===== src/logic/mem_map_pkg.sv =====
`default_nettype none

package mem_map_pkg;

    // width of a data word and of a cpu address
    localparam int unsigned word_w = 16;

    // cpu address map of the data port
    // memory words start at 0000
    localparam logic [word_w-1:0] ram_last = 16'hF7FF;

    // one address per led bit, bit 0 of the write data
    localparam logic [word_w-1:0] led_first = 16'hF800;
    localparam int unsigned led_count = 10;

    // read only, bit 0 follows tx_ready
    localparam logic [word_w-1:0] uart_status_adr = 16'hF80A;

    // low byte of the write goes to the uart
    localparam logic [word_w-1:0] uart_byte_adr = 16'hF80B;

    // written three times: x, y, colour
    localparam logic [word_w-1:0] pixel_adr = 16'hF80C;

endpackage

`default_nettype wire


===== src/logic/pixel_writer.sv =====
`timescale 1ns/1ps
`default_nettype none

module pixel_writer import mem_map_pkg::*; #(
    parameter int unsigned x_bits = 6,
    parameter int unsigned y_bits = 5,
    parameter int unsigned ram_addr_w = 17
) (
    input  wire                   clk,
    input  wire                   rst,

    input  wire                   pix_we,
    input  wire  [word_w-1:0]     pix_wdata,

    // memory write request, valid in the strobe cycle
    output logic                  pw_write,
    output logic [ram_addr_w-1:0] pw_addr,
    output logic [word_w-1:0]     pw_data
);

    localparam logic [1:0] step_x = 2'd0;
    localparam logic [1:0] step_y = 2'd1;
    localparam logic [1:0] step_c = 2'd2;

    // pixel region starts right above the cpu space
    localparam logic [ram_addr_w-1:0] pix_base = ram_addr_w'(1) << word_w;

    logic [1:0]        step;
    logic [x_bits-1:0] x_q;
    logic [y_bits-1:0] y_q;

    always_ff @(posedge clk) begin
        if (!rst) begin
            step <= step_x;
        end else if (pix_we) begin
            case (step)
                step_x: step <= step_y;
                step_y: step <= step_c;
                default: step <= step_x;
            endcase
        end
    end

    always_ff @(posedge clk) begin
        if (pix_we && step == step_x) begin
            x_q <= pix_wdata[x_bits-1:0];
        end
        if (pix_we && step == step_y) begin
            y_q <= pix_wdata[y_bits-1:0];
        end
    end

    assign pw_write = pix_we && (step == step_c);
    assign pw_addr = pix_base + ram_addr_w'({y_q, x_q});
    assign pw_data = pix_wdata;

    a_step_valid: assert property (
        @(posedge clk) disable iff (!rst)
        step != 2'd3
    );

endmodule

`default_nettype wire


===== config.mk =====
export PLATFORM = sky130hd
export DESIGN_NAME = pixel_writer
export DESIGN_NICKNAME = d
export VERILOG_FILES = /design/src/logic/mem_map_pkg.sv /design/src/logic/pixel_writer.sv
export SDC_FILE = /design/constraint.sdc
export NUM_CORES = 1
export LEC_CHECK = 0
export BUFFER_PORTS_ARGS = -buffer_cell sky130_fd_sc_hd__clkbuf_2
export CAP_MARGIN = 10
export CORE_MARGIN = 2
export CORE_UTILIZATION = 33
export DETAILED_ROUTE_END_ITERATION = 10
export PLACE_DENSITY = 0.73
export SLEW_MARGIN = 5
export SYNTH_ARGS = -nofsm -noshare
export SYNTH_HDL_FRONTEND = slang
export SYNTH_SLANG_ARGS = --single-unit

===== constraint.sdc =====
create_clock -name clk -period 0.98 [get_ports clk]
set_input_delay 0 -clock clk [delete_from_list [all_inputs] [get_ports clk]]
set_output_delay 0 -clock clk [all_outputs]
set_load 0.01 [all_outputs]

# Word-level counts from Yosys, hierarchy flattened
# Index checks and enable logic that the tools add are counted.
# Widths: inputs -> output; s select.
[classes]
n_addsub = 1
muxes = 1
eq_ne = 2
reduce_logical = 4
[ops]
columns = ["op", "n"]
rows = [
  ["$add 17x11->17 const A", 1],
  ["$pmux 2 s2", 1],
  ["$logic_and 1x1->1", 3],
  ["$eq 2x1->1 const B", 1],
  ["$eq 2x2->1 const B", 1],
  ["$logic_not 2->1", 1],
]
[word_totals]
in_bits = 19
register_bits = 13
elab_cells = 11

# Depth between registers and ports, before layout
[logic_depth]
ltp_word = 2
depth_mapped = 2
ltp_nobuf = 2

# Least setup slack after synthesis
# No wires, ideal clock.
[synth_timing]
path_kind = "reg2reg"
from = "register step[0]"
to = "register y_q[0], enable pin"
synth_period_minus_slack_ns = 1.039
path_buffers = 0
required_time_ns = 0.640
path_stages_with_launch = 3
arrival_ns = 0.700
setup_slack_ns = -0.059
cell_sequence = "dfxtp_1 nand2_1 nor2_1"
[synth_between]
elab_chain_len = 2
[synth_rtl]
columns = ["element", "line_no", "rtl"]
rows = [
  ["start: declaration", "pixel_writer.sv:28", "logic [1:0] step;"],
  ["start signal: assignment", "pixel_writer.sv:34", "step <= step_x;"],
  ["start signal: assignment", "pixel_writer.sv:37", "step_x: step <= step_y;"],
  ["start signal: assignment", "pixel_writer.sv:38", "step_y: step <= step_c;"],
  ["$eq 2x1->1", "pixel_writer.sv:48", "if (pix_we && step == step_y) begin"],
  ["$logic_and 1x1->1", "pixel_writer.sv:48", ""],
  ["end signal: assignment", "pixel_writer.sv:49", "y_q <= pix_wdata[y_bits-1:0];"],
  ["end: declaration", "pixel_writer.sv:30", "logic [y_bits-1:0] y_q;"],
]
# Every way passes these cells.
# A chain may end at the register's enable or synchronous reset.

# Worst setup path after layout
[layout_timing]
from = "register step[1]"
to = "output port pw_write"
[layout_between]
elab_chain_len = 2
[layout_rtl]
columns = ["element", "line_no", "rtl"]
rows = [
  ["$eq 2x2->1", "pixel_writer.sv:53", "assign pw_write = pix_we && (step == step_c);"],
  ["$logic_and 1x1->1", "pixel_writer.sv:53", ""],
  ["end: declaration", "pixel_writer.sv:16", "output logic pw_write,"],
]
# Every way passes these cells.

==> impl_metrics.yaml <==
run_status:
  status: "finished with violations"
  violations: "negative setup slack"
sta:
  setup_ws_ns: -0.0496
  tns_ns: -0.169
  period_needed_ns: 1.03
  setup_viol: 7
  report.final.slew_viol_count: 0
  min_period_over_period_pct: 105
  max_freq_mhz: 971
  grt_setup_unrepaired: "true"
  fin_skew_ns: 0.00471
  hold_viol: 0
placement:
  gp_congestion: 0.685
  preCtsSetupSlack_ns: -0.0264
  port_buffers: 26
  dp.cells: 82
global_route:
  track_usage_pct: 8.98
  overflow: 0
  antenna_found_initial: 0
  grt_pass1_wl_mm: 1.28
  grt_pass1_vias: 326
  grt_max_degree: 8
synth:
  synth_top_area_cell: "edfxtp_1"
  synth_area_leaders: "edfxtp_1, buf_4, dfxtp_1, nor3b_4, and3b_2"
  synth_cell_type_count: 12
  seq_area_frac_synth_pct: 60.4
  ys_ff_latch: 13
  synthFlopType: "edfxtp_1"
  synthArstFlopShare_pct: 0
  synth.most_common_cell: "buf_4"
  synth_edf_count: 11
  ys_top_cells_by_count: "buf_4, edfxtp_1, conb_1, dfxtp_1, nand2_1"
  synth_top_area_share_pct: 53.9
  synth_cells: 46
  mappedNetlistArea_um2: 613
  ys_warn_count: 0
  synth_area_per_cell_um2: 13.3
routing:
  drc: 0
  drt_iter0_drc: 3
  vias: 363
  final_antenna_net_count: 0
  wl_per_cell_um: 9.62
  wirelength_um: 904
  vias_per_cell: 3.86
  drtPass1Iterations: 2
cells_and_area:
  ff_latch_area_um2: 378
  drive_gt1_share_pct: 55.1
  area_delta_synth_final_pct: 25.3
  n_antenna_cell: 0
  fillerInstances: 160
  multi_input_area_um2: 95.1
  fin_cells: 94
  fin_nets: 89
power_and_ir_drop:
  ir_worst_vdd_v: 0.000453
  switching_power_mw: 0.243
  total_power_mw: 1.12
  cellPowerDensity_mw_per_mm2: 1450
  p_sw_share_pct: 21.8
  p_int_mw: 0.873
  power_frac_clock_pct: 27.8
  combPwrFrac_pct: 14.4
  seq_power_share_pct: 57.9
  p_leak_nw: 0.346
floorplan:
  dieArea_mm2: 0.00222
  die_y_um: 47.1
  io_pins: 53
  initial_core_util_pct: 35.1
  core_mm2: 0.00175
  rows: 15
  chipWidth_um: 47.1
hold_path:
  hp-class: "input port to output pin"
  min_from: "pix_wdata[7]"
critical_path:
  worstSetupStartpoint: "step[1]"
  path_max_fanout: 3
  endpoint_kind: "output pin"
  crit_end: "pw_write"
  timing.rr.end: "x_q[3]"
  reg2reg_from: "step[0]"
  reg2reg_slack_ns: -0.02
  required_ns: 0.98
  cp-start-kind: "flip-flop"
  arrival_ns: 1.03
  r2r_cells: 2
  path_class: "flip-flop to output pin"
clock_network:
  clockBufferDepth: 2
  root_buffer: "clkbuf_4"
  cts_tree: "yes"
  path_clk_slew_ns: 0.07
  clock_latency_ns: 0.26
  h-tree-depth: 1
  cts.sinks: 13
  cts_inserted_buffers: 3
run:
  maxCapViolations: 0
[area by class of cell]
type / count / area share, %
timing repair buffer: 37 / 30.9
tap: 25 / 4.07
sequential: 13 / 49.2
multi-input combinational: 15 / 12.4
clock buffer: 4 / 3.42
[worst min path at each step]
stage / cells after the start / to / slack [ns]
4_1_cts: 0 / pw_data[10] / 0.00007
6_report: 0 / pw_data[7] / 0.000004
3_5_place_dp: 0 / pw_data[10] / 0.00007
2_1_floorplan: 1 / pw_data[0] / 0.09
5_1_grt: 0 / pw_data[14] / 0.00002
3_3_place_gp: 0 / pw_data[10] / 0.00007
[metrics by stage]
| step | utilization [%] | hold WS, ns | cell area (um2) |
|---|---|---|---|
| after floorplan | - | 0.0918 | 632 |
| after global placement | 37.3 | 0.0000686 | 651 |
| after detailed placement | 37.3 | 0.0000686 | 651 |
| after CTS | 44.0 | 0.0000686 | 768 |
| after global routing | 44.0 | 0.0000150 | 768 |
| final | 44.0 | 0.00000444 | 768 |
[power groups by stage]
stage	clock network (mW)	registers, mW	logic, mW
2_1_floorplan	0	0.674	0.122
3_3_place_gp	0	0.660	0.132
3_5_place_dp	0	0.661	0.134
4_1_cts	0.323	0.647	0.163
5_1_grt	0.352	0.651	0.178
6_report	0.310	0.646	0.160
[routing by layer]
metal,wire length (um),vias up,GRT usage [%]
met1,327,162,7.73
li1,-,175,-
met3,96,2,3.85
met2,471,24,16.2
met4,8,0,6.67
met5,0,-,0
[registers in the layout (all words and copies together) (netlist names)]
name,cells
y_q,5
x_q,6
step,2
[cells by family (layout without fill, tap and decap cells)]
group	after synthesis	in the layout	share of synthesized area [%]
other	2	6	1.22
and+or+nand+nor	8	8	10.2
buffers and inverters	22	41	26.9
DFF	13	13	60.4
AOI/OAI and AO/OA	1	1	1.22
[layout by cell type (no fill, tap or decap), drive strengths merged]
master	count
clkbuf	30
edfxtp	11
dlygate4sd3	7
conb	6
buf	4
nand2	2
dfxtp	2
and3b	1
nor3b	1
nor2	1
nor2b	1
o21a	1
nand4b	1
nand3b	1
[critical path: stages, from the launching register on]
cell      delay [ns]
dfxtp_4         0.36
buf_6           0.11
and3b_2         0.18
clkbuf_2        0.12
[what timing repair did]
action                                  4_1_cts  5_1_grt
hold buffers                                  7        0
hold endpoints to repair                     13        0
resized for setup                             5        0
setup buffers                                 1        0
endpoints found under the setup margin       11       12
pin swaps                                     1        0
Power figures use the tool's default switching activity.
