[config.mk]
export PLATFORM = sky130hd
export DESIGN_NAME = io_regs
export DESIGN_NICKNAME = d
export VERILOG_FILES = /design/src/logic/mem_map_pkg.sv /design/src/logic/io_regs.sv
export SDC_FILE = /design/constraint.sdc
export NUM_CORES = 1
export LEC_CHECK = 0
export BUFFER_PORTS_ARGS = -buffer_cell sky130_fd_sc_hd__buf_2
export CAP_MARGIN = 20
export CORE_MARGIN = 2
export CORE_UTILIZATION = 40
export DETAILED_ROUTE_END_ITERATION = 8
export PLACE_DENSITY = 0.81
export RECOVER_POWER = 25
export SYNTH_ARGS = -nofsm -noshare
export SYNTH_HDL_FRONTEND = slang
export SYNTH_SLANG_ARGS = --single-unit
export TNS_END_PERCENT = 5
[constraint.sdc]
create_clock -name clk -period 2.2 [get_ports clk]
set_input_delay 0.66 -clock clk [delete_from_list [all_inputs] [get_ports clk]]
set_output_delay 0.66 -clock clk [all_outputs]
set_load 0.01 [all_outputs]
[src/logic/mem_map_pkg.sv]
`default_nettype none

package mem_map_pkg;

    // width of a data word and of a cpu address
    localparam int unsigned word_w = 16;

    // cpu address map of the data port
    // memory words start at 0000
    localparam logic [word_w-1:0] ram_last = 16'hF7FF;

    // one address per led bit, bit 0 of the write data
    localparam logic [word_w-1:0] led_first = 16'hF800;
    localparam int unsigned led_count = 10;

    // read only, bit 0 follows tx_ready
    localparam logic [word_w-1:0] uart_status_adr = 16'hF80A;

    // low byte of the write goes to the uart
    localparam logic [word_w-1:0] uart_byte_adr = 16'hF80B;

    // written three times: x, y, colour
    localparam logic [word_w-1:0] pixel_adr = 16'hF80C;

endpackage

`default_nettype wire

[src/logic/io_regs.sv]
`timescale 1ns/1ps
`default_nettype none

module io_regs import mem_map_pkg::*; (
    input  wire                  clk,
    input  wire                  rst,

    // decoded strobe and offset from the sequencer
    input  wire                  io_we,
    input  wire  [3:0]           io_sel,
    input  wire  [word_w-1:0]    io_wdata,
    output logic [word_w-1:0]    io_rdata,

    // uart transmit side
    input  wire                  tx_ready,
    output logic [7:0]           tx_byte,
    output logic                 tx_start_n,

    output logic [led_count-1:0] led
);

    // offsets from led_first
    localparam logic [word_w-1:0] status_off = uart_status_adr - led_first;
    localparam logic [word_w-1:0] byte_off = uart_byte_adr - led_first;

    logic tx_ready_q;
    logic tx_rise;
    logic led_hit;
    logic byte_hit;

    assign tx_rise = tx_ready && !tx_ready_q;
    assign led_hit = io_we && (io_sel < led_count);
    assign byte_hit = io_we && (io_sel == byte_off[3:0]);

    always_ff @(posedge clk) begin
        if (!rst) begin
            led <= '0;
            tx_start_n <= 1'b1;
            // a line that is already high at reset is not a rise
            tx_ready_q <= 1'b1;
        end else begin
            tx_ready_q <= tx_ready;
            if (led_hit) begin
                led[io_sel] <= io_wdata[0];
            end
            if (tx_rise) begin
                tx_start_n <= 1'b1;
            end
            // a new byte wins over a rise in the same cycle
            if (byte_hit) begin
                tx_start_n <= 1'b0;
            end
        end
    end

    always_ff @(posedge clk) begin
        if (byte_hit) begin
            tx_byte <= io_wdata[7:0];
        end
    end

    assign io_rdata = (io_sel == status_off[3:0]) ? {{(word_w-1){1'b0}}, tx_ready} : '0;

    // the sequencer only strobes the led, status and byte addresses
    a_sel_range: assert property (
        @(posedge clk) disable iff (!rst)
        io_we |-> (io_sel <= byte_off[3:0])
    );

endmodule

`default_nettype wire

# Word-level counts from Yosys, hierarchy flattened

Index checks and enable logic that the tools add are counted.
W data, S select, Z words.

Bits in registers: 20
Bits of input ports: 24
Output and inout port bits: 35
Word-level logic and storage cells: 21

Order comparisons: 3
Eq/ne operators: 2
Mux-type cells: 6
Reduce and logical (&&, ||, !) cells: 6

Operators by type and width:

| kind                 | number |
|---|---|
| $bwmux W10           | 1 |
| $eq A4 B4 Y1 const B | 2 |
| $lt A4 B5 Y1 const B | 1 |
| $demux W1 S4         | 1 |
| $ge A4 B1 Y1 const B | 1 |
| $logic_and A1 B1 Y1  | 4 |
| $lt A4 B4 Y1 const B | 1 |
| $mux W1              | 4 |
| $reduce_bool A2 Y1   | 1 |
| $logic_not A1 Y1     | 1 |

# Longest topological paths before layout

Word-level depth: 5
Gate-level depth with buffers: 4
Depth with buffers taken out: 3

# Least setup slack after synthesis

No wires, ideal clock.

Kind: input to output
Start point: input port io_sel[2]
End point: output port io_rdata[0]
Data arrival time: 1.270 ns
Required time: 1.540 ns
Setup slack: 0.270 ns
Cell stages on the path: 3
Buffers on the path: 1
Cell sequence: buf_6 -> nand2b_1 -> nor3_1

Cells in the longest elaborated chain, start to end: 2

Ends and longest elaborated chain:

| item         | RTL line      | text |
|---|---|---|
| from (decl)  | io_regs.sv:10 | `input wire [3:0] io_sel,` |
| $eq A4 B4 Y1 | io_regs.sv:62 | `assign io_rdata = (io_sel == status_off[3:0]) ? {{(word_w-1){1'b0}}, tx_ready} : '0;` |
| $mux W1      | io_regs.sv:62 |  |
| to (decl)    | io_regs.sv:12 | `output logic [word_w-1:0] io_rdata,` |

No other way between the ends.

# Worst setup path after layout

Same ends and word-level chain as after synthesis.

==> summary.md <==
| Metric | Value |
|---|---|
| Final period util | `0.8987` |
| # DRC | `0` |
| First-pass GRT wire length | `2.628 mm` |
| Max-cap viol count | `0` |
| Hold slack final | `0.4671 ns` |
| Main combinational cell family by area after synthesis | `buffers and inverters` |
| Worst Path Required | `1.54 ns` |
| Post-Route Skew | `0.0001027 ns` |
| Slew @ Worst Pin | `0.5560 ns` |
| Final nets | `140` |
| Clock Sinks | `20` |
| R2R cell count | `3` |
| CTS clk-pin slew, worst paths | `0.10 ns` |
| Ports | `59` |
| Rel. slew slack | `0.6293` |
| Die Span Y | `51.06 µm` |
| Hold Crit Class | `register to register` |
| Critical path endpoint category | `output port` |
| Vias per cell | `4.685` |
| Area Overhead vs Synth | `19.77%` |
| Layout cells sized above 1 | `0.3739` |
| Placed Cells | `139` |
| Routed wire length | `1.587 mm` |
| Final core utilization | `0.4939` |
| Post-synthesis sequential area ratio | `0.5424` |
| Initial Util | `0.4123` |
| LEAKAGE | `0.4913 nW` |
| Post-route ant nets | `0` |
| H-tree Lvls | `1` |
| Simple-Gate Fraction of Synth Area | `0.1384` |
| Worst skew pair latency | `0.28 ns` |
| Clk root buf | `clkbuf_4` |
| PortBufs | `35` |
| Global Route Usage Sum | `0.1328` |
| Mapped Area | `885.9 µm²` |
| #FFs+latches synth | `20` |
| Vias in the first global route | `621` |
| RSZ-0062 raised after global routing | `false` |
| Fillers | `222` |
| Critical path arrival | `1.32 ns` |
| Post-cts sizing count | `0` |
| # rows | `17` |
| Cell variety after synth | `24` |
| Complex-gate fraction of the synthesized area | `0.1215` |
| 1st-iter DRT viols | `8` |
| Worst IR Drop VDD | `0.0003016 V` |
| Fmax | `505.8 MHz` |
| Largest net degree at the start of global routing | `14` |
| Setup crit start kind | `input port` |
| Initial antenna violation count | `0` |
| Cts hold-fix bufs | `0` |
| GRT overflow | `0` |
| Syn Inst Count | `77` |
| Post-Syn Area per Cell | `11.50 µm²` |
| Core footprint | `2148 µm²` |
| P per Cell Area | `591.6 nW/µm²` |
| Total Neg Setup Slack | `0 ns` |
| Drt pass-1 iters | `4` |
| Dpl hpwl | `1.250 mm` |
| Full die area | `2607 µm²` |
| Crit-path max FO | `5` |
| Via count | `670` |
| Reg2Reg Capture Point | `tx_start_n` |
| Worst reg2reg setup slack | `1.53 ns` |
| Setup repair bufs after CTS | `0` |
| Critical Path Source | `io_sel[2]` |
| Number of setup violations in the final report | `0` |
| Diodes inserted | `0` |
| CP Class | `input port to output port` |
| Final Max Tran Viols | `0` |
| Commonest non-fill, non-tap cells in the layout | `buf_2, conb_1, dfxtp_1` |
| CTS tree | `done` |
| Post-route insts no fill | `143` |
| Final Critical Period | `1.977 ns` |
| Worst Setup EP | `io_rdata[0]` |
| GRT met1 Usage | `0.1586` |
| Max Buffers Root-to-Sink | `2` |
| Xor/xnor share of the synthesized area | `0` |
| Reg2reg start | `tx_ready_q` |
| Met2 Track Usage GR | `0.2208` |
| Leading cell type in the layout, fill and taps excluded | `buf_2` |
| GP Congestion | `0.7188` |
| Routed len/inst | `11.10 µm` |
| Status | `finished, final reports clean` |
| DIE WIDTH | `51.06 µm` |
| Peak-usage layer in the global routing report | `met2` |
| Adder-Cell Fraction of Synth Area | `0` |
| GR Util met3 | `0.03216` |
| Num CTS Buffers | `3` |
| Hold Fails Final Rpt | `0` |
| Yosys Warn Count | `0` |
| Mux cell area share after synthesis | `0.04520` |
power breakdown:
group,internal [mW],total (mW),switching (mW)
combinational,0.0229,0.0678,0.0450
sequential,0.391,0.393,0.00197
clock,0.0703,0.167,0.0962
total,0.485,0.628,0.143
final cells by class:
class / instances / area (µm²) / share of cell area
Multi-Input combinational cell: 53 / 326.6 / 0.3078
Timing Repair Buffer: 37 / 188.9 / 0.1781
Sequential cell: 20 / 480.5 / 0.4528
Inverter: 1 / 3.754 / 0.003538
Tap cell: 28 / 35.03 / 0.03302
Clock buffer: 4 / 26.28 / 0.02476
through the flow:
stage          cell area (µm²)  setup WS, ns  total power, mW
3_5_place_dp              1036        0.2294           0.4698
5_1_grt                   1061        0.1379           0.6681
6_report                  1061        0.2228           0.6277
2_1_floorplan            938.4        0.2698           0.4597
3_3_place_gp              1036        0.2395           0.4679
4_1_cts                   1062        0.2292           0.6400
flip-flops by register name (all words and copies together), names as in the netlist:
| name | count |
|---|---|
| led | 10 |
| tx_byte | 8 |
| tx_ready_q | 1 |
| tx_start_n | 1 |
critical path, stage by stage:
cell	delay [ns]
buf_2	0.11
nand2b_1	0.19
nor3_1	0.19
buf_2	0.16
cells by family (layout without fill, tap and decap cells):
| family | count (synthesis) | count (layout) |
|---|---|---|
| DFF | 20 | 20 |
| and+or+nand+nor | 20 | 20 |
| buffers and inverters | 18 | 42 |
| AOI/OAI and AO/OA | 14 | 14 |
| muxes | 4 | 4 |
| other | 1 | 15 |
cells in the mapped netlist:
| cell type | instances | area share |
|---|---|---|
| o41ai_1 | 3 | 0.030 |
| edfxtp_1 | 8 | 0.27 |
| o21ai_1 | 1 | 0.0056 |
| nor3b_2 | 1 | 0.014 |
| nand3b_1 | 1 | 0.0085 |
| nand3_2 | 1 | 0.011 |
| nand3b_2 | 1 | 0.013 |
| conb_1 | 1 | 0.0042 |
| nor4_1 | 1 | 0.0071 |
| nand2b_1 | 3 | 0.021 |
| nand2_1 | 8 | 0.034 |
| o211ai_1 | 3 | 0.025 |
| o311ai_1 | 3 | 0.030 |
| buf_6 | 1 | 0.013 |
| clkbuf_1 | 1 | 0.0042 |
| o31ai_1 | 3 | 0.025 |
| inv_1 | 1 | 0.0042 |
| mux2i_1 | 4 | 0.045 |
| a21oi_1 | 1 | 0.0056 |
| nand2b_4 | 1 | 0.016 |
| nor2_1 | 2 | 0.0085 |
| nor3_1 | 1 | 0.0056 |
| dfxtp_1 | 12 | 0.27 |
| buf_4 | 15 | 0.13 |
layer usage:
metal,vias to the layer above,share of wire,wire (µm)
li1,328,-,-
met1,304,0.41,653
met2,36,0.48,755
met3,2,0.11,168
met4,0,0.0063,10
met5,-,0,0
worst min-delay path by stage:
| stage | cells after the start | end | slack, ns | from |
|---|---|---|---|---|
| 2_1_floorplan | 2 | led[2] | 0.48 | led[2] |
| 3_3_place_gp | 2 | led[8] | 0.45 | led[8] |
| 3_5_place_dp | 2 | led[4] | 0.45 | led[4] |
| 4_1_cts | 2 | led[2] | 0.47 | led[2] |
| 5_1_grt | 2 | led[2] | 0.51 | led[2] |
| 6_report | 2 | led[8] | 0.47 | led[8] |
(Power assumes the default switching activity.)
