## src/logic/mem_map_pkg.sv

```systemverilog
`default_nettype none

package mem_map_pkg;

    // width of a data word and of a cpu address
    localparam int unsigned word_w = 16;

    // cpu address map of the data port
    // memory words start at 0000
    localparam logic [word_w-1:0] ram_last = 16'hF7FF;

    // one address per led bit, bit 0 of the write data
    localparam logic [word_w-1:0] led_first = 16'hF800;
    localparam int unsigned led_count = 10;

    // read only, bit 0 follows tx_ready
    localparam logic [word_w-1:0] uart_status_adr = 16'hF80A;

    // low byte of the write goes to the uart
    localparam logic [word_w-1:0] uart_byte_adr = 16'hF80B;

    // written three times: x, y, colour
    localparam logic [word_w-1:0] pixel_adr = 16'hF80C;

endpackage

`default_nettype wire

```

## src/logic/mem_map.sv

```systemverilog
`timescale 1ns/1ps
`default_nettype none

// one transaction at a time: idle -> access -> done -> idle
module mem_map import mem_map_pkg::*; #(
    parameter int unsigned x_bits = 6,
    parameter int unsigned y_bits = 5,
    parameter int unsigned ram_addr_w = 17
) (
    input  wire                   clk,
    input  wire                   rst,

    // instruction fetch port, read only
    input  wire                   i_cyc,
    input  wire                   i_stb,
    input  wire  [word_w-1:0]     i_adr,
    output logic [word_w-1:0]     i_dat_r,
    output logic                  i_ack,

    // data port
    input  wire                   d_cyc,
    input  wire                   d_stb,
    input  wire                   d_we,
    input  wire  [word_w-1:0]     d_adr,
    input  wire  [word_w-1:0]     d_dat_w,
    output logic [word_w-1:0]     d_dat_r,
    output logic                  d_ack,

    // memory port a
    output logic                  ram_en,
    output logic                  ram_we,
    output logic [ram_addr_w-1:0] ram_addr,
    output logic [word_w-1:0]     ram_wdata,
    input  wire  [word_w-1:0]     ram_rdata,

    // led and uart registers
    output logic                  io_we,
    output logic [3:0]            io_sel,
    output logic [word_w-1:0]     io_wdata,
    input  wire  [word_w-1:0]     io_rdata,

    // pixel writer
    output logic                  pix_we,
    output logic [word_w-1:0]     pix_wdata,
    input  wire                   pw_write,
    input  wire  [ram_addr_w-1:0] pw_addr,
    input  wire  [word_w-1:0]     pw_data
);

    typedef enum logic [1:0] {
        st_idle,
        st_access,
        st_done
    } state_t;

    state_t state;
    // owner of the current or last transaction
    logic gnt_d;

    logic i_req;
    logic d_req;
    logic d_is_mem;
    logic d_is_io;
    logic d_is_pix;
    logic [word_w-1:0] io_off;
    logic [ram_addr_w-1:0] fetch_addr;

    assign i_req = i_cyc && i_stb;
    assign d_req = d_cyc && d_stb;

    // region decode of the held data address
    assign d_is_mem = d_adr <= ram_last;
    assign d_is_io = (d_adr >= led_first) && (d_adr <= uart_byte_adr);
    assign d_is_pix = d_adr == pixel_adr;

    // fetches outside the cpu memory read word 0
    assign fetch_addr = (i_adr <= ram_last) ? ram_addr_w'(i_adr) : '0;

    // fetch wins a tie with the data port
    always_ff @(posedge clk) begin
        if (!rst) begin
            state <= st_idle;
            gnt_d <= 1'b1;
        end else begin
            case (state)
                st_idle: begin
                    if (i_req) begin
                        gnt_d <= 1'b0;
                        state <= st_access;
                    end else if (d_req) begin
                        gnt_d <= 1'b1;
                        state <= st_access;
                    end
                end
                st_access: state <= st_done;
                default: state <= st_idle;
            endcase
        end
    end

    always_comb begin
        ram_en = 1'b0;
        ram_we = 1'b0;
        ram_addr = fetch_addr;
        ram_wdata = d_dat_w;
        io_we = 1'b0;
        pix_we = 1'b0;
        if (state == st_access) begin
            if (!gnt_d) begin
                ram_en = 1'b1;
            end else if (d_is_mem) begin
                ram_en = 1'b1;
                ram_we = d_we;
                ram_addr = ram_addr_w'(d_adr);
            end else if (d_is_io) begin
                io_we = d_we;
            end else if (d_is_pix) begin
                // third pixel write turns into a memory write
                pix_we = d_we;
                ram_en = pw_write;
                ram_we = pw_write;
                ram_addr = pw_addr;
                ram_wdata = pw_data;
            end
        end
    end

    assign io_off = d_adr - led_first;
    assign io_sel = io_off[3:0];
    assign io_wdata = d_dat_w;
    assign pix_wdata = d_dat_w;

    always_comb begin
        if (d_we) begin
            d_dat_r = '0;
        end else if (d_is_mem) begin
            d_dat_r = ram_rdata;
        end else if (d_is_io) begin
            d_dat_r = io_rdata;
        end else begin
            d_dat_r = '0;
        end
    end

    assign i_dat_r = ram_rdata;
    assign i_ack = (state == st_done) && !gnt_d;
    assign d_ack = (state == st_done) && gnt_d;

    a_one_ack: assert property (
        @(posedge clk) disable iff (!rst)
        !(i_ack && d_ack)
    );

    // masters must hold the request until ack
    a_i_ack_req: assert property (
        @(posedge clk) disable iff (!rst)
        i_ack |-> (i_cyc && i_stb)
    );

    a_d_ack_req: assert property (
        @(posedge clk) disable iff (!rst)
        d_ack |-> (d_cyc && d_stb)
    );

endmodule

`default_nettype wire

```

## config.mk

```make
export PLATFORM = sky130hd
export DESIGN_NAME = mem_map
export DESIGN_NICKNAME = d
export VERILOG_FILES = /design/src/logic/mem_map_pkg.sv /design/src/logic/mem_map.sv
export SDC_FILE = /design/constraint.sdc
export NUM_CORES = 1
export LEC_CHECK = 0
export BUFFER_PORTS_ARGS = -buffer_cell sky130_fd_sc_hd__buf_4
export CORE_AREA = 3 3 88 90
export DETAILED_ROUTE_END_ITERATION = 12
export DIE_AREA = 0 0 91 93
export SLEW_MARGIN = 20
export SYNTH_ARGS = -nofsm -noshare
export SYNTH_HDL_FRONTEND = slang
export SYNTH_SLANG_ARGS = --single-unit
```

## constraint.sdc

```tcl
create_clock -name clk -period 2.1 [get_ports clk]
set_clock_uncertainty 0.05 [all_clocks]
set_input_delay 0.105 -clock clk [delete_from_list [all_inputs] [get_ports clk]]
set_output_delay 0.105 -clock clk [all_outputs]
set_load 0.005 [all_outputs]
```

# Word-level counts from Yosys, hierarchy flattened
# Cells that the tools add are included.
[classes]
n_eq_ne = 4
reduce_logical = 9
n_addsub = 1
magnitude_cmp = 4
n_mux = 36
[ops]
columns = ["operator", "count"]
rows = [
  ["2-to-1 mux 16 bit", 9],
  ["2-to-1 mux 17 bit", 5],
  ["less-or-equal comparator 16 bit, second input constant", 3],
  ["2-to-1 mux 1 bit", 19],
  ["equality test 16 bit, second input constant", 1],
  ["greater-or-equal comparator 16 bit, second input constant", 1],
  ["logical AND 1 bit", 5],
  ["2-to-1 mux 2 bit", 2],
  ["case mux 2 bit (2 select lines)", 1],
  ["subtractor 4 x 1 -> 4 bit, second input constant", 1],
  ["!= test 3 bit, second input constant", 1],
  ["equality test 2 x 1 -> 1 bit, second input constant", 1],
  ["equality test 2 bit, second input constant", 1],
  ["logical NOT 2 bit", 1],
  ["AND reduction 2 bit", 1],
  ["nonzero test 2 bit", 1],
  ["logical NOT 1 bit", 1],
]
[totals]
wordCells = 56
inputBits = 121
register_bits = 3
output_inout_bits = 107

# Depth between registers and ports, before layout
[depth]
word_depth = 7
mapped_depth = 6
mapped_depth_nobuf = 4

# Worst setup path after synthesis
# Ideal clock, no wire load.
[synth_timing]
kind = "register to output"
startpoint = "register state[1]"
endpoint = "output port ram_wdata[0]"
required_time_ns = 1.945
arrival_time_ns = 1.547
slack_ns = 0.398
path_stages_with_launch = 5
path_cell_list = "dfxtp_1 nand3b_1 nor3b_4 buf_6 mux2_2"
[synth_via]
elab_chain_len = 2
[synth_rtl]
columns = ["item", "line_no", "source"]
rows = [
  ["start: declaration", "mem_map.sv:56", "state_t state;"],
  ["start signal: assignment", "mem_map.sv:82", "state <= st_idle;"],
  ["start signal: assignment", "mem_map.sv:89", "state <= st_access;"],
  ["start signal: assignment", "mem_map.sv:92", "state <= st_access;"],
  ["equality test 2 x 1 -> 1 bit", "mem_map.sv:108", "if (state == st_access) begin"],
  ["2-to-1 mux 16 bit", "mem_map.sv:108", ""],
  ["end: declaration", "mem_map.sv:33", "output logic [word_w-1:0] ram_wdata,"],
]
# Every way passes these cells.

# Final worst setup path
[layout_timing]
startpoint = "register state[1]"
endpoint = "output port ram_wdata[11]"
# The elaborated chain is that of the path after synthesis.

==> impl_metrics.ini <==
[drt]
routed_wl_um = 7420
final_antenna_net_count = 0
routedWlPerCell_um = 15.8
firstDrtPassIters = 4
via_count = 1991
drt-initial-drc-count = 37
viasPerCell = 4.25
route.detailed.drc = 0

[grt]
grt_max_degree = 26
grtUsageMet2 = 0.299
grt_pass1_vias = 2018
grt_pass1_wl_um = 10700
grtUsageMet3 = 0.0483
met1_usage = 0.174
overflow = 0
track_usage = 0.156
busiest_layer = met2
antenna_found_initial = 1

[floorplanning]
die_y_um = 93
io_pins = 228
start_util = 0.197
core-area_um2 = 7140
dieWidth_um = 91
row_count = 31
dieArea_um2 = 8460

[critical_path]
path_cells = nand3b_1, nor3b_4, buf_12, mux2_2, buf_4
setup.worst_path.class = flop to output pin
slowest_stage = mux2_2
worstPathArrival_ps = 1870
required_ps = 1950
endpoint_kind = output pin
critical-path-max-stage-delay_ps = 360
startpoint_type = flop
path_max_fanout = 25

[pwr]
swShare = 0.298
p_int_uw = 534
power.total_uw = 761
p_comb_frac = 0.696
seq_power_share = 0.088
clock_power_share = 0.216
p_leak_uw = 0.00162
switchingPower_uw = 226
powerDensity_nw_per_um2 = 263
ir_drop_mv = 0.386

[yosys]
yosysTopAreaCellShare = 0.277
syn_inst = 194
syn_nets = 315
post-synth-top-count-cell = buf_4
yosys_most_used_dff = dfxtp_1
seq_area_frac_synth = 0.0426
syn_area_um2 = 1410
synth_seq_cells = 3
avgSynthCellArea_um2 = 7.26
yosysTopAreaCell = buf_4
synth_commonest_cells = 52 x buf_4, 20 x nand2_1, 18 x inv_1
synth_edf_count = 0
synthTopCellsByArea = buf_4 28%, mux2_2 13%, a221oi_1 9.9%, a22o_1 9.9%, nand2_1 5.3%
yosysWarnings = 0
async_flop_share = 0
yosysUniqueCellTypes = 32

[clocking]
insertion_delay_ps = 210
htree_levels = 1
cts_tree = done
clock_path_buffers = 2
clockRootBuffer = clkbuf_8
clk_pin_slew_ps = 30
numCtsBuffers = 3
cts_sinks = 3

[finish]
nets = 491
drive_gt1_frac = 0.707
area_growth_pct = 106
fillers = 786
antenna_cells = 0
final_area_um2 = 2900
stdcell_count = 468

[place]
post_dp_cell_area_um2 = 2840
place_inst = 463
dp_hpwl_um = 6500
gp_congestion = 0.818
io_buffers = 227

[sta]
setup_viol = 0
fmax_mhz = 494
period_minus_slack_ps = 2020
setup_tns_ps = 0
hold_violations = 0
slew_headroom = 0.581
report.final.slew_viol_count = 0
post-route-period-util = 0.963
rsz0062_at_grt = false
worst_pin_slew_ps = 626

[hold_path]
holdCritPathClass = input pin to flop

[flow_run]
drv_cap = 0

[status]
run_status = finished, final reports clean
==> final cells by class <==
| class | count | area, um2 | share of cell area |
|---|---|---|---|
| clock buffer | 4 | 45.0 | 0.0156 |
| inverter | 18 | 67.6 | 0.0233 |
| multi-input combinational | 110 | 830 | 0.286 |
| sequential | 3 | 61.3 | 0.0212 |
| tap | 99 | 124 | 0.0428 |
| timing repair buffer | 234 | 1770 | 0.611 |
==> logic make-up after synthesis <==
kind of cell    Yosys count  share of synthesized area
flops                     3                     0.0426
mux                      16                      0.128
compound gates           39                      0.240
simple gates             55                      0.220
buf+inv                  81                      0.369
==> metrics by stage <==
step | worst slack (ps) | hold slack [ps] | util
after detailed placement | 173 | 235 | 0.398
after floorplan | 398 | 117 | -
after global routing | 1.09 | 27.9 | 0.406
after CTS | 5.58 | 11.9 | 0.404
after global placement | 251 | 235 | 0.398
final | 77.3 | 13.9 | 0.406
==> layer usage <==
metal	part of all wire	vias to the layer above
met5	0.0027	-
met4	0.0080	2
met3	0.093	6
met2	0.53	113
met1	0.37	885
li1	-	985
==> critical path: cells and delay by family, from the launching register on <==
family	cells	cell delay, ps
flip-flops	1	350
multiplexers	1	360
AND/OR/NAND/NOR	2	590
buffers and inverters	2	360
==> worst paths after layout <==
kind,start,endpoint,slack (ps),cells after the start
max reg2reg,state[0],gnt_d,1190,3
min reg2reg,state[0],gnt_d,500,2
max,state[1],ram_wdata[11],80,5
min,rst,gnt_d,10,2
==> placed cells by master (no fill, tap or decap), drive strengths merged <==
cell    netlist  routed
and3b         2       2
nor2         16      16
nor3          1       1
and4          1       1
and2          3       3
and4bb        1       1
nand4         1       1
and3          1       1
inv          18      18
mux2         16      16
o2111a        1       1
a21oi         1       1
nor4          1       1
a31o          1       1
a22o         16      16
nand3b        1       1
nor3b         4       4
a21o          1       1
a311oi        1       1
dfxtp         3       3
a221oi       16      16
clkbuf        4       4
nor4b         1       1
o32ai         1       1
nand2        20      20
a211oi        1       1
buf          59     234
nand3         2       2
==> state kept, by name, summed over array words and instances, names as in the netlist <==
register	flops
gnt_d	1
state	2
==> power by group through the flow <==
stage	Combinational (uW)	Sequential [uW]	Clock, uW
floorplan	204	65.3	0
global placement	532	66.7	0
detailed placement	535	67.1	0
CTS	536	66.3	168
global route	574	67.5	174
finish	530	66.6	164
==> repair_timing <==
action                                  4_1_cts  5_1_grt
hold buffers                                  0        0
endpoints found under the hold margin         0        0
endpoints found under the setup margin        0       22
gates resized for setup                       0        2
buffers inserted                              0        1
(Power assumes the default switching activity.)
